<file path="config.mk">
export PLATFORM = sky130hd
export DESIGN_NAME = hist_top
export DESIGN_NICKNAME = d
export VERILOG_FILES = /design/src/hist_pkg.sv /design/src/hist_mem_if.sv /design/src/hist_ram.sv /design/src/hist_arbiter.sv /design/src/hist_builder.sv /design/src/hist_readout.sv /design/src/hist_top.sv
export SDC_FILE = /design/constraint.sdc
export NUM_CORES = 1
export LEC_CHECK = 0
export BUFFER_PORTS_ARGS = -buffer_cell sky130_fd_sc_hd__buf_2
export CORE_MARGIN = 2
export CORE_UTILIZATION = 45
export DETAILED_ROUTE_END_ITERATION = 10
export SLEW_MARGIN = 20
export SYNTH_ARGS = -nofsm -noshare
export SYNTH_HDL_FRONTEND = slang
export SYNTH_SLANG_ARGS = --single-unit
</file>
<file path="constraint.sdc">
create_clock -name clk -period 3.55 [get_ports clk]
set_input_delay 0.1775 -clock clk [delete_from_list [all_inputs] [get_ports clk]]
set_output_delay 0.1775 -clock clk [all_outputs]
set_load 0.02 [all_outputs]
</file>
<file path="src/hist_pkg.sv">
package hist_pkg;

    // time-bin code, 16 bins
    localparam int BIN_W   = 4;
    // pixel index, up to 4 pixels
    localparam int PIX_W   = 2;
    // bin counter, saturates at 15
    localparam int COUNT_W = 4;
    // bank bit, then pixel, then bin
    localparam int ADDR_W  = 1 + PIX_W + BIN_W;

    typedef logic [BIN_W-1:0]   bin_t;
    typedef logic [PIX_W-1:0]   pix_t;
    typedef logic [COUNT_W-1:0] count_t;
    typedef logic [ADDR_W-1:0]  mem_addr_t;

    // builder FSM
    // one read-modify-write per event, handoff at frame end
    typedef enum logic [2:0] {
        BLD_IDLE,
        BLD_READ,
        BLD_WAIT,
        BLD_WRITE,
        BLD_HANDOFF
    } builder_state_t;

    // readout FSM
    // read, present on the stream, then write zero back
    typedef enum logic [2:0] {
        RDO_IDLE,
        RDO_READ,
        RDO_WAIT,
        RDO_EMIT,
        RDO_CLEAR
    } readout_state_t;

endpackage

</file>
<file path="src/hist_mem_if.sv">
`timescale 1ns/1ps

interface hist_mem_if import hist_pkg::*; ();

    // request side, driven by the client
    logic      req;
    logic      we;
    mem_addr_t addr;
    count_t    wdata;

    // response side, driven by the arbiter
    logic      gnt;
    logic      rvalid;
    count_t    rdata;

    // holds req and fields until gnt
    modport client (
        output req, we, addr, wdata,
        input  gnt, rvalid, rdata
    );

    // grant same cycle, rvalid one cycle after a granted read
    modport arbiter (
        input  req, we, addr, wdata,
        output gnt, rvalid, rdata
    );

endinterface

</file>
<file path="src/hist_ram.sv">
`timescale 1ns/1ps

module hist_ram import hist_pkg::*; (
    input  logic      clk,
    input  logic      res,
    input  logic      en,
    input  logic      we,
    input  mem_addr_t addr,
    input  count_t    wdata,
    output count_t    rdata
);

    // two banks of pixels x bins
    localparam int DEPTH = 2 ** ADDR_W;

    count_t mem [DEPTH];

    always_ff @(posedge clk or negedge res) begin
        if (!res) begin
            // whole array starts at zero so both banks are clean
            for (int i = 0; i < DEPTH; i++) begin
                mem[i] <= '0;
            end
            rdata <= '0;
        end else if (en) begin
            if (we) begin
                mem[addr] <= wdata;
            end else begin
                // registered read, data one cycle after access
                rdata <= mem[addr];
            end
        end
    end

endmodule

</file>
<file path="src/hist_arbiter.sv">
`timescale 1ns/1ps

module hist_arbiter import hist_pkg::*; (
    input  logic       clk,
    input  logic       res,
    hist_mem_if.arbiter bld,
    hist_mem_if.arbiter rdo,
    output logic       ram_en,
    output logic       ram_we,
    output mem_addr_t  ram_addr,
    output count_t     ram_wdata,
    input  count_t     ram_rdata
);

    // 0 = builder granted last, 1 = readout granted last
    logic last_gnt;
    // read issued last cycle and which client owns it
    logic rd_pend;
    logic rd_owner;
    logic gnt_bld;
    logic gnt_rdo;

    // on contention favour the client not granted last
    assign gnt_bld = bld.req && (!rdo.req || last_gnt);
    assign gnt_rdo = rdo.req && (!bld.req || !last_gnt);

    assign bld.gnt = gnt_bld;
    assign rdo.gnt = gnt_rdo;

    // granted client drives the RAM port
    assign ram_en    = gnt_bld || gnt_rdo;
    assign ram_we    = gnt_rdo ? rdo.we    : bld.we;
    assign ram_addr  = gnt_rdo ? rdo.addr  : bld.addr;
    assign ram_wdata = gnt_rdo ? rdo.wdata : bld.wdata;

    // read data goes back only to its owner
    assign bld.rvalid = rd_pend && !rd_owner;
    assign rdo.rvalid = rd_pend && rd_owner;
    assign bld.rdata  = ram_rdata;
    assign rdo.rdata  = ram_rdata;

    always_ff @(posedge clk or negedge res) begin
        if (!res) begin
            last_gnt <= 1'b1;
            rd_pend  <= 1'b0;
            rd_owner <= 1'b0;
        end else begin
            if (ram_en) begin
                last_gnt <= gnt_rdo;
            end
            // track the read for the data cycle
            rd_pend  <= ram_en && !ram_we;
            rd_owner <= gnt_rdo;
        end
    end

endmodule

</file>
<file path="src/hist_builder.sv">
`timescale 1ns/1ps

module hist_builder import hist_pkg::*; #(
    parameter int PIXEL_NUM        = 4,
    parameter int EVENTS_PER_PIXEL = 8,
    parameter int ACQ_NUM          = 2
) (
    input  logic       clk,
    input  logic       res,
    input  logic       ev_valid,
    output logic       ev_ready,
    input  bin_t       ev_bin,
    hist_mem_if.client mem,
    output logic       frame_valid,
    input  logic       frame_ready
);

    localparam int EV_W  = (EVENTS_PER_PIXEL > 1) ? $clog2(EVENTS_PER_PIXEL) : 1;
    localparam int ACQ_W = (ACQ_NUM > 1) ? $clog2(ACQ_NUM) : 1;

    builder_state_t   state;
    // event within pixel, pixel, acquisition
    logic [EV_W-1:0]  ev_cnt;
    pix_t             pix_cnt;
    logic [ACQ_W-1:0] acq_cnt;
    // bank being filled
    logic             bank;
    bin_t             bin_q;
    count_t           cnt_q;
    logic             ev_wrap;
    logic             pix_wrap;
    logic             acq_wrap;

    assign ev_wrap  = (ev_cnt == EV_W'(EVENTS_PER_PIXEL - 1));
    assign pix_wrap = (pix_cnt == pix_t'(PIXEL_NUM - 1));
    assign acq_wrap = (acq_cnt == ACQ_W'(ACQ_NUM - 1));

    assign ev_ready    = (state == BLD_IDLE);
    assign frame_valid = (state == BLD_HANDOFF);

    // same address for the read and the write back
    assign mem.req   = (state == BLD_READ) || (state == BLD_WRITE);
    assign mem.we    = (state == BLD_WRITE);
    assign mem.addr  = {bank, pix_cnt, bin_q};
    assign mem.wdata = cnt_q;

    always_ff @(posedge clk or negedge res) begin
        if (!res) begin
            state   <= BLD_IDLE;
            ev_cnt  <= '0;
            pix_cnt <= '0;
            acq_cnt <= '0;
            bank    <= 1'b0;
        end else begin
            case (state)
                BLD_IDLE: begin
                    if (ev_valid) begin
                        state <= BLD_READ;
                    end
                end
                BLD_READ: begin
                    if (mem.gnt) begin
                        state <= BLD_WAIT;
                    end
                end
                BLD_WAIT: begin
                    if (mem.rvalid) begin
                        state <= BLD_WRITE;
                    end
                end
                BLD_WRITE: begin
                    if (mem.gnt) begin
                        // nested counters advance once the write lands
                        state  <= BLD_IDLE;
                        ev_cnt <= ev_wrap ? '0 : ev_cnt + 1'b1;
                        if (ev_wrap) begin
                            pix_cnt <= pix_wrap ? '0 : pix_cnt + 1'b1;
                            if (pix_wrap) begin
                                acq_cnt <= acq_wrap ? '0 : acq_cnt + 1'b1;
                                if (acq_wrap) begin
                                    state <= BLD_HANDOFF;
                                end
                            end
                        end
                    end
                end
                BLD_HANDOFF: begin
                    // readout idle, swap banks
                    if (frame_ready) begin
                        bank  <= ~bank;
                        state <= BLD_IDLE;
                    end
                end
                default: state <= BLD_IDLE;
            endcase
        end
    end

    // captured bin and incremented count
    always_ff @(posedge clk) begin
        if (ev_valid && ev_ready) begin
            bin_q <= ev_bin;
        end
        if (state == BLD_WAIT && mem.rvalid) begin
            // saturate at all ones
            cnt_q <= (mem.rdata == '1) ? mem.rdata : mem.rdata + 1'b1;
        end
    end

endmodule

</file>
<file path="src/hist_readout.sv">
`timescale 1ns/1ps

module hist_readout import hist_pkg::*; #(
    parameter int PIXEL_NUM = 4
) (
    input  logic       clk,
    input  logic       res,
    input  logic       frame_valid,
    output logic       frame_ready,
    hist_mem_if.client mem,
    output logic       out_valid,
    input  logic       out_ready,
    output pix_t       out_pixel,
    output bin_t       out_bin,
    output count_t     out_count,
    output logic       out_last
);

    readout_state_t state;
    // sweep pointers
    pix_t           pix_ptr;
    bin_t           bin_ptr;
    // bank being drained, flips after each sweep
    logic           bank;
    count_t         count_q;
    logic           last_word;

    assign last_word = (pix_ptr == pix_t'(PIXEL_NUM - 1)) && (bin_ptr == '1);

    assign frame_ready = (state == RDO_IDLE);

    // read then clear the same word
    assign mem.req   = (state == RDO_READ) || (state == RDO_CLEAR);
    assign mem.we    = (state == RDO_CLEAR);
    assign mem.addr  = {bank, pix_ptr, bin_ptr};
    assign mem.wdata = '0;

    // stream held stable through EMIT
    assign out_valid = (state == RDO_EMIT);
    assign out_pixel = pix_ptr;
    assign out_bin   = bin_ptr;
    assign out_count = count_q;
    assign out_last  = last_word;

    always_ff @(posedge clk or negedge res) begin
        if (!res) begin
            state   <= RDO_IDLE;
            pix_ptr <= '0;
            bin_ptr <= '0;
            bank    <= 1'b0;
        end else begin
            case (state)
                RDO_IDLE: begin
                    if (frame_valid) begin
                        pix_ptr <= '0;
                        bin_ptr <= '0;
                        state   <= RDO_READ;
                    end
                end
                RDO_READ: begin
                    if (mem.gnt) begin
                        state <= RDO_WAIT;
                    end
                end
                RDO_WAIT: begin
                    if (mem.rvalid) begin
                        state <= RDO_EMIT;
                    end
                end
                RDO_EMIT: begin
                    if (out_ready) begin
                        state <= RDO_CLEAR;
                    end
                end
                RDO_CLEAR: begin
                    if (mem.gnt) begin
                        if (last_word) begin
                            // bank clean, next frame uses the other one
                            bank  <= ~bank;
                            state <= RDO_IDLE;
                        end else begin
                            // bins ascending within pixel
                            bin_ptr <= bin_ptr + 1'b1;
                            if (bin_ptr == '1) begin
                                pix_ptr <= pix_ptr + 1'b1;
                            end
                            state <= RDO_READ;
                        end
                    end
                end
                default: state <= RDO_IDLE;
            endcase
        end
    end

    // word under presentation
    always_ff @(posedge clk) begin
        if (state == RDO_WAIT && mem.rvalid) begin
            count_q <= mem.rdata;
        end
    end

endmodule

</file>
<file path="src/hist_top.sv">
`timescale 1ns/1ps

module hist_top import hist_pkg::*; #(
    parameter int PIXEL_NUM        = 4,
    parameter int EVENTS_PER_PIXEL = 8,
    parameter int ACQ_NUM          = 2
) (
    input  logic   clk,
    input  logic   res,
    // event stream
    input  logic   ev_valid,
    output logic   ev_ready,
    input  bin_t   ev_bin,
    // histogram stream
    output logic   out_valid,
    input  logic   out_ready,
    output pix_t   out_pixel,
    output bin_t   out_bin,
    output count_t out_count,
    output logic   out_last
);

    // frame handoff
    logic      frame_valid;
    logic      frame_ready;
    // shared RAM port
    logic      ram_en;
    logic      ram_we;
    mem_addr_t ram_addr;
    count_t    ram_wdata;
    count_t    ram_rdata;

    hist_mem_if bld_mem ();
    hist_mem_if rdo_mem ();

    hist_builder #(
        .PIXEL_NUM        (PIXEL_NUM),
        .EVENTS_PER_PIXEL (EVENTS_PER_PIXEL),
        .ACQ_NUM          (ACQ_NUM)
    ) u_builder (
        .clk         (clk),
        .res         (res),
        .ev_valid    (ev_valid),
        .ev_ready    (ev_ready),
        .ev_bin      (ev_bin),
        .mem         (bld_mem),
        .frame_valid (frame_valid),
        .frame_ready (frame_ready)
    );

    hist_readout #(
        .PIXEL_NUM (PIXEL_NUM)
    ) u_readout (
        .clk         (clk),
        .res         (res),
        .frame_valid (frame_valid),
        .frame_ready (frame_ready),
        .mem         (rdo_mem),
        .out_valid   (out_valid),
        .out_ready   (out_ready),
        .out_pixel   (out_pixel),
        .out_bin     (out_bin),
        .out_count   (out_count),
        .out_last    (out_last)
    );

    hist_arbiter u_arbiter (
        .clk       (clk),
        .res       (res),
        .bld       (bld_mem),
        .rdo       (rdo_mem),
        .ram_en    (ram_en),
        .ram_we    (ram_we),
        .ram_addr  (ram_addr),
        .ram_wdata (ram_wdata),
        .ram_rdata (ram_rdata)
    );

    hist_ram u_ram (
        .clk   (clk),
        .res   (res),
        .en    (ram_en),
        .we    (ram_we),
        .addr  (ram_addr),
        .wdata (ram_wdata),
        .rdata (ram_rdata)
    );

endmodule

</file>
### Word level (Yosys, flattened, before mapping)

Cells that the tools add are included.

| operators by class | value |
|---|---|
| add/subtract/negate cells | 6 |
| $lt $le $gt $ge | 2 |
| equality and inequality tests | 25 |
| mux-type cells | 38 |
| bitwise gates (word level) | 4 |
| reduce and logical (&&, ||, !) cells | 34 |

Operator list:

| kind | number |
|---|---|
| $bwmux W512 | 1 |
| $mux W3 | 14 |
| $mux W4 | 8 |
| $pmux W3 S5 | 2 |
| $bmux W4 S7 | 1 |
| $demux W4 S7 | 1 |
| $reduce_and A5 Y1 | 3 |
| $eq A3 B2 Y1 const B | 4 |
| $ne A2 B1 Y1 const B | 6 |
| $ne A2 B2 Y1 const B | 6 |
| $logic_and A1 B1 Y1 | 10 |
| $mux W2 | 5 |
| $eq A3 B3 Y1 const B | 3 |
| $add A4 B1 Y4 const B | 2 |
| $eq A4 B4 Y1 const B | 2 |
| $ge A8 B8 Y1 const B | 1 |
| $lt A8 B1 Y1 const B | 1 |
| $not A7 Y8 | 1 |
| $pmux W4 S2 | 1 |
| $reduce_and A2 Y1 | 4 |
| $reduce_and A4 Y1 | 2 |
| $mux W7 | 1 |
| $eq A3 B1 Y1 const B | 2 |
| $logic_not A3 Y1 | 2 |
| 11 further kinds | 26 |

| word-level totals | value |
|---|---|
| bits in registers | 551 |
| input bits | 8 |
| output and inout bits | 13 |
| word-level logic and storage cells | 253 |

### Depth between registers and ports, before layout

Gate-level depths: netlist of run 1.

| logic depth | value |
|---|---|
| depth after elaboration | 12 |
| mapped depth | 14 |
| gate-level depth less buffers | 9 |

### Hierarchy

Synthesis of run 1 repeated with hierarchy kept, for this count alone.

| second synthesis, totals | value |
|---|---|
| cell total of the unflattened synthesis | 2024 |
| area total of the unflattened synthesis | 26466.6 sq um |

By module, submodules not included:

| module | instances | cells each | area each (sq um) | sequential area each (sq um) |
|---|---|---|---|---|
| hist_ram | 1 | 1842 | 24432.2 | 12912.4 |
| hist_readout | 1 | 83 | 825.8 | 370.4 |
| hist_builder | 1 | 64 | 822.0 | 490.5 |
| hist_arbiter | 1 | 35 | 386.6 | 76.3 |

### Worst setup path before layout of run 1

OpenSTA, ideal clock, no wires.

| timing | value |
|---|---|
| path kind | register -> register |
| from | reg u_readout.bin_ptr[0], in the netlist u_readout.out_bin[0] |
| to | reg u_ram.rdata[3] |
| setup time | 0.160 ns |
| data arrival time | 2.631 ns |
| data required time | 3.390 ns |
| path slack | 0.759 ns |
| stages on the path, launching flop included | 13 |
| buffers on the path | 4 |
| period minus slack after synthesis | 2.791 ns |
| cells stage by stage | dfrtp_1 > buf_2 > and3b_1 > clkbuf_1 > and4_1 > buf_2 > or2_1 > buf_2 > a222oi_1 > o21a_1 > a31oi_1 > o41ai_1 > a41oi_1 |

| on the way | value |
|---|---|
| cells in the longest elaborated chain, start to end | 5 |

RTL lines:

| what | line | source |
|---|---|---|
| start, declared | hist_readout.sv:22 | `bin_t bin_ptr;` |
| start signal, assigned | hist_readout.sv:83 | `bin_ptr <= bin_ptr + 1'b1;` |
| $mux W7 | hist_arbiter.sv:33 | `assign ram_addr = gnt_rdo ? rdo.addr : bld.addr;` |
| $not A7 Y8 (not written as such) | hist_ram.sv:30 | `rdata <= mem[addr];` |
| $bmux W4 S7 | hist_ram.sv:30 |  |
| $mux W4 (not written as such) (2 in series) | hist_ram.sv:30 |  |
| end signal, assigned | hist_ram.sv:30 |  |
| end, declared | hist_ram.sv:10 | `output count_t rdata` |

No other way between the ends. The select of a mux whose other input is x is not followed.
A chain may end at the register's enable or synchronous reset.

### Worst setup path after layout of run 1

| timing | value |
|---|---|
| from | reg u_readout.bin_ptr[1], in the netlist u_readout.out_bin[1] |
| to | reg u_ram.rdata[1] |

The elaborated chain is that of the path after synthesis.

==> results.sh, run 1 <==
export IMPL_status="completed"
export IMPL_via_per_inst=6.57
export IMPL_clockBufferDepth=3
export IMPL_fin_crit_sh_pct=99.8
export IMPL_wire_per_inst_um=29.5
export IMPL_top_level_ports=21
export IMPL_pwr_density_cell_mw_per_mm2=534
export IMPL_synth_distinct_cells=85
export IMPL_synth_seq_cells=551
export IMPL_syn_inst=2319
export IMPL_cp_max_fo=25
export IMPL_io_buffers=20
export IMPL_rsz0062_at_grt="false"
export IMPL_async_reset_ff_share_pct=97.8
export IMPL_multi_input_area_mm2=0.0128
export IMPL_grt_first_pass_wirelength_um=142000
export IMPL_critical_path_endpoint_type="register"
export IMPL_grt_overflow=0
export IMPL_hold_violations=0
export IMPL_synth_area_per_cell_um2=11.8
export IMPL_syn_to_final_growth_pct=15.4
export IMPL_drv_slew=0
export IMPL_ant_nets=0
export IMPL_startpoint_type="register"
export IMPL_cts_sinks=551
export IMPL_grt_pass1_vias=21300
export IMPL_drive_gt1_share_pct=34.5
export IMPL_dp_hpwl_um=62900
export IMPL_tightest_slew_ns=1.06
export IMPL_ys_warn_count=0
export IMPL_hp_class="in2reg"
export IMPL_cts_root_buf="clkbuf_16"
export IMPL_cp_arrival_ns=4.05
export IMPL_die_h_um=250
export IMPL_h_tree_depth=2
export IMPL_core_area_mm2=0.0602
export IMPL_clock_skew_ns=0.0225
export IMPL_yosysSeqAreaShare_pct=50.7
export IMPL_die_w_um=250
export IMPL_grt_use_total_pct=30.2
export IMPL_cts_buffers=60
export IMPL_seq_area_mm2=0.0138
export IMPL_worstSetupPathType="reg2reg"
export IMPL_insertion_delay_ns=0.64
export IMPL_drtIter0Drc=2490
export IMPL_grt_max_degree=129
export IMPL_fin_nets=2400
export IMPL_slew_headroom_pct=29.3
export IMPL_setup_violations=0
export IMPL_gp_congestion=1.00
export IMPL_drv_cap=0
export IMPL_antenna_found_initial=1
export IMPL_postSynthNetCount=2333
export IMPL_cp_required_ns=4.06
export IMPL_num_fill_cells=5165
export IMPL_dr_total_vias=21100
export IMPL_drc_errors=0
export IMPL_min_period_ns=3.54
export IMPL_fin_util_pct=52.4
export IMPL_fp_row_count=90
export IMPL_ys_flop_type="dfrtp_1"
export IMPL_drt_pass1_iterations=7
export IMPL_dieArea_mm2=0.0627
export IMPL_routed_wl_um=95000
export IMPL_p_leak_nw=14.1
export IMPL_tritoncts="done"
export IMPL_peakVddDrop_uv=368
export IMPL_initial_utilization_pct=45.4
export IMPL_tns_ns=0
export IMPL_antennaDiodeCount=0
export IMPL_max_freq_mhz=282
export IMPL_synth_edf_count=12
export IMPL_synth_area_mm2=0.0273
export IMPL_clk_pin_slew_worst_paths_ns=0.07
[report_power, final]
group          internal [mW]  switching, mW
combinational           1.04           2.01
sequential              6.77          0.427
clock                   3.95           2.67
total                   11.8           5.10
[routing by layer]
layer  part of all wire (%)  GRT usage, %  up-vias
li1                       -             -     8790
met1                     42          42.7    10900
met2                     44          44.8     1153
met3                    9.5          6.67      256
met4                    4.4          12.5        0
met5                      0             0        -
[logic make-up after synthesis]
kind of cell / share of synthesized area (%)
DFF: 50.7
xor gates and xnor gates: 0.284
AOI/OAI and AO/OA: 12.6
and+or+nand+nor: 7.85
adders and majority gates: 0.275
buffers and inverters: 3.23
muxes: 25.1
[area by class of cell]
cell class	count	area share [%]
clock buffer	85	5.57
sequential	551	43.9
multi-input combinational	1566	40.4
tap	782	3.10
clock inverter	26	1.06
inverter	14	0.167
timing repair buffer	193	5.79
[flip-flops by register name, summed over array words and instances (netlist names)]
name / flops
u_builder.state: 3
u_arbiter.rd_owner: 1
u_ram.rdata: 4
u_builder.bank: 1
u_builder.pix_cnt: 2
u_arbiter.last_gnt: 1
u_builder.bin_q: 4
u_arbiter.rd_pend: 1
u_readout.out_bin: 4
u_readout.state: 3
u_readout.out_pixel: 2
u_readout.bank: 1
u_readout.out_count: 4
u_builder.acq_cnt: 1
u_builder.mem.wdata: 4
u_ram.mem: 512
u_builder.ev_cnt: 3
[worst paths after layout]
path | from | endpoint | slack, ns | depth (start not counted)
worst max-delay path | u_readout.out_bin[1] | u_ram.rdata[1] | 0.008 | 10
worst min-delay path | ev_valid | u_builder.state[0] | 0.06 | 5
worst max register to register | u_readout.out_bin[1] | u_ram.rdata[1] | 0.008 | 10
worst min register to register | u_ram.mem[190] | u_ram.mem[190] | 0.49 | 1
max in group asynchronous | res | u_ram.mem[335] | 2.33 | 3
min in group asynchronous | res | u_ram.mem[505] | 0.23 | 2
[Yosys cell counts, types with 5 or more instances]
cell type | number | share of area, %
nor3_1 | 16 | 0.29
nand2b_1 | 8 | 0.18
o31ai_1 | 5 | 0.14
clkbuf_1 | 129 | 1.8
and2_1 | 12 | 0.27
a221oi_1 | 25 | 0.80
a21oi_1 | 91 | 1.7
nand3_1 | 107 | 2.0
a22oi_1 | 54 | 1.5
and4_1 | 8 | 0.26
o31a_1 | 6 | 0.19
nor2b_1 | 11 | 0.25
a2111oi_0 | 5 | 0.16
xnor2_1 | 5 | 0.16
or2_1 | 8 | 0.18
o21a_1 | 18 | 0.49
inv_1 | 13 | 0.18
nor2_2 | 21 | 0.48
nand2_1 | 93 | 1.3
and3_1 | 5 | 0.11
a222oi_1 | 16 | 0.59
buf_1 | 6 | 0.082
o22ai_1 | 28 | 0.64
buf_2 | 42 | 0.77
nand4_1 | 14 | 0.32
o41ai_1 | 26 | 0.83
mux2_2 | 485 | 20
ha_1 | 6 | 0.27
edfxtp_1 | 12 | 1.3
a22o_1 | 25 | 0.80
dfrtp_1 | 538 | 49
mux2_1 | 35 | 1.4
a31oi_1 | 16 | 0.37
buf_6 | 8 | 0.33
nor2_1 | 110 | 1.5
a41oi_1 | 11 | 0.35
o21ai_0 | 114 | 2.1
mux2i_1 | 93 | 3.4
[worst max-delay path, stage by stage (launching register included)]
cell,delay [ns]
dfrtp_1,0.63
buf_12,0.20
and3b_1,0.19
and4_1,0.29
or2_1,0.27
buf_12,0.18
and2_1,0.19
o41ai_2,0.73
nand3_1,0.12
o21ai_0,0.42
a41oi_1,0.17
[cell usage in the layout, fill, tap and decap left out, drive strengths merged, types with 28 or more instances in the layout]
cell type | synthesis | layout
mux2 | 520 | 520
dfrtp | 538 | 538
nand3 | 107 | 107
clkbuf | 129 | 85
o41ai | 28 | 28
o22ai | 29 | 29
mux2i | 94 | 94
a22oi | 54 | 54
a21oi | 92 | 92
nor2 | 131 | 131
o21ai | 119 | 119
nand2 | 94 | 94
buf | 59 | 187
[stage by stage]
step	total power, mW	area, um^2	instances	hold WS, ns	setup WS (ns)
after global placement	10.2	29300	3100	0.320	-0.151
final	16.9	31600	3217	0.0574	0.00817
after detailed placement	10.3	29300	3100	0.328	-0.0690
after global routing	17.4	31600	3217	0.0799	0.00509
after CTS	16.9	31500	3217	0.0329	0.0153
after floorplan	8.70	27300	2319	-0.118	0.759
[what timing repair did]
item                       CTS  global route
setup endpoints to repair    1             4
hold buffers                 6             0
setup buffers                0             0
gates resized for setup      1             7
hold endpoints to repair   102             0
Power figures use the tool's default switching activity.
==> inputs of run 2 (changes only) <==
- CORE_UTILIZATION: 45 -> 64
- PLACE_DENSITY: default -> 0.8
==> run 2 against run 1 <==
Net effect:
- design area shrank 2.1%
- sequential power is essentially flat
- setup slack got worse by 0.026 ns
- highest routed layer is now met5
- sequential share of layout area up 0.95 points
- the flow now finishes with violations (negative setup slack)
- critical endpoint unchanged
- critical path depth fell by 1
- global-route usage increased by 10 points
- clock skew grew 0.0046 ns
- via count increased by 1.6%
- count of clock-buffer cells in the layout down 2
- die area down 29%
==> results.sh, run 2 (same netlist as run 1, synthesis figures left out) <==
export IMPL_insertion_delay_ns=0.64
export IMPL_tritoncts="done"
export IMPL_violations="negative setup slack"
export IMPL_io_buffers=20
export IMPL_timing_hold_ws_ns=0.0490
export IMPL_initial_utilization_pct=65.0
export IMPL_critical_path_endpoint_type="register"
export IMPL_setup_ws_ns=-0.0182
export IMPL_grt_pass1_vias=21400
export IMPL_ff2ff_path_depth=9
export IMPL_min_period_ns=3.57
export IMPL_p_leak_nw=14.0
export IMPL_clk_pin_slew_worst_paths_ns=0.06
export IMPL_worstSetupPathType="reg2reg"
export IMPL_setup_violations=1
export IMPL_clock_skew_ns=0.0271
export IMPL_hp_class="in2reg"
export IMPL_cts_root_buf="clkbuf_16"
export IMPL_drv_cap=0
export IMPL_layout_commonest_cell="dfrtp_1"
export IMPL_gp_congestion=1.00
export IMPL_fp_row_count=75
export IMPL_clockBufferDepth=3
export IMPL_drtIter0Drc=3022
export IMPL_top_register="u_ram.mem"
export IMPL_dp_hpwl_um=58300
export IMPL_status="finished with violations"
export IMPL_core_area_mm2=0.0420
export IMPL_dieArea_mm2=0.0444
export IMPL_r2r_start="u_builder.bin_q[2]"
export IMPL_cp_required_ns=4.04
export IMPL_dp_cells=2849
export IMPL_slew_headroom_pct=30.2
export IMPL_cts_sinks=551
export IMPL_ant_nets=0
export IMPL_routed_wl_um=88400
export IMPL_grt_overflow=0
export IMPL_via_per_inst=7.24
export IMPL_die_h_um=211
export IMPL_hold_start="ev_valid"
export IMPL_startpoint="u_builder.bin_q[2]"
export IMPL_tightest_slew_ns=1.04
export IMPL_grt_max_degree=111
export IMPL_dr_total_vias=21500
export IMPL_wire_per_inst_um=29.8
export IMPL_final_cell_mix="538 x dfrtp_1, 485 x mux2_2, 143 x buf_4"
export IMPL_fin_nets=2395
export IMPL_cp_arrival_ns=4.06
export IMPL_die_w_um=211
export IMPL_cts_buffers=56
export IMPL_startpoint_type="register"
export IMPL_largest_register_ffs=512
export IMPL_grt_use_total_pct=40.3
export IMPL_rsz0062_at_grt="true"
export IMPL_syn_to_final_growth_pct=13.0
export IMPL_drive_gt1_share_pct=33.9
export IMPL_max_freq_mhz=280
export IMPL_antenna_found_initial=3
export IMPL_tns_ns=-0.0182
export IMPL_fin_cells=2967
export IMPL_hold_violations=0
export IMPL_pwr_density_cell_mw_per_mm2=526
export IMPL_fin_crit_sh_pct=101
export IMPL_drc_errors=0
export IMPL_grt_first_pass_wirelength_um=134000
export IMPL_worstHoldPathCells=5
export IMPL_h_tree_depth=2
export IMPL_top_level_ports=21
export IMPL_peakVddDrop_uv=402
export IMPL_cp_max_fo=10
export IMPL_drt_pass1_iterations=9
export IMPL_drv_slew=0
## run 2: cell types whose count changed in the layout (fill, tap and decap cells not counted), sizes merged
| cell | before | now |
|---|---|---|
| clkinvlp | 3 | 0 |
| bufinv | 7 | 5 |
| clkbuf | 85 | 83 |
| buf | 187 | 186 |
| clkinv | 14 | 13 |
| diode | 0 | 1 |
| inv | 16 | 17 |
## run 2: worst paths after layout
path,end,slack [ns]
worst min-delay path,u_builder.state[0],0.05
worst max-delay path,u_ram.rdata[1],-0.02
worst min register to register,u_builder.acq_cnt,0.48
worst max register to register,u_ram.rdata[1],-0.02
max in group asynchronous,u_ram.mem[198],2.48
min in group asynchronous,u_builder.ev_cnt[0],0.07
## run 2: per-stage QoR
step / cell area [um^2] / util, % / worst slack [ns] / total power [mW]
after floorplan: 27300 / - / 0.759 / 8.70
after global placement: 28800 / 68.6 / 0.0900 / 10.0
after detailed placement: 28800 / 68.6 / 0.0705 / 10.1
after CTS: 30800 / 73.2 / 0.0443 / 16.1
after global routing: 30900 / 73.5 / -0.0125 / 16.7
final: 30900 / 73.5 / -0.0182 / 16.3
## run 2: layout make-up
cell class / instances / area [um^2]
Fill cell: 2794 / 11200
Sequential cell: 551 / 13800
Tap cell: 539 / 674
Clock inverter: 21 / 238
Inverter: 14 / 52.6
Antenna cell: 1 / 2.50
Clock buffer: 83 / 1630
Timing Repair Buffer: 192 / 1700
Multi-Input combinational cell: 1566 / 12700
## run 2: repair_timing
| item | in CTS | in global routing |
|---|---|---|
| hold endpoints to repair | 125 | 0 |
| gates resized for setup | 0 | 9 |
| endpoints found under the setup margin | 0 | 5 |
| hold buffers | 6 | 0 |
| setup buffers | 0 | 7 |
## run 2: worst max-delay path, stage by stage, from the launching register on
cell       delay (ns)
edfxtp_1         0.60
buf_4            0.27
and3b_1          0.21
o31a_1           0.14
or2_2            0.48
a221o_1          0.44
nor4_1           0.42
o2111ai_1        0.27
a21oi_1          0.41
a41oi_1          0.18
## run 2: routing by layer
| metal | vias up | share of wire [%] | global-route usage (%) |
|---|---|---|---|
| met5 | - | 0.026 | 0 |
| met4 | 4 | 5.2 | 19.4 |
| met3 | 337 | 13 | 13.0 |
| met2 | 1478 | 43 | 58.4 |
| met1 | 10900 | 38 | 55.3 |
| li1 | 8787 | - | - |
## run 2: where the power goes
group          internal, mW  switching, mW  leakage (nW)  total (mW)
sequential             6.77          0.454          7.58        7.22
clock                  3.54           2.53         0.920        6.07
combinational          1.02           1.95          5.48        2.97
total                  11.3           4.93          14.0        16.3
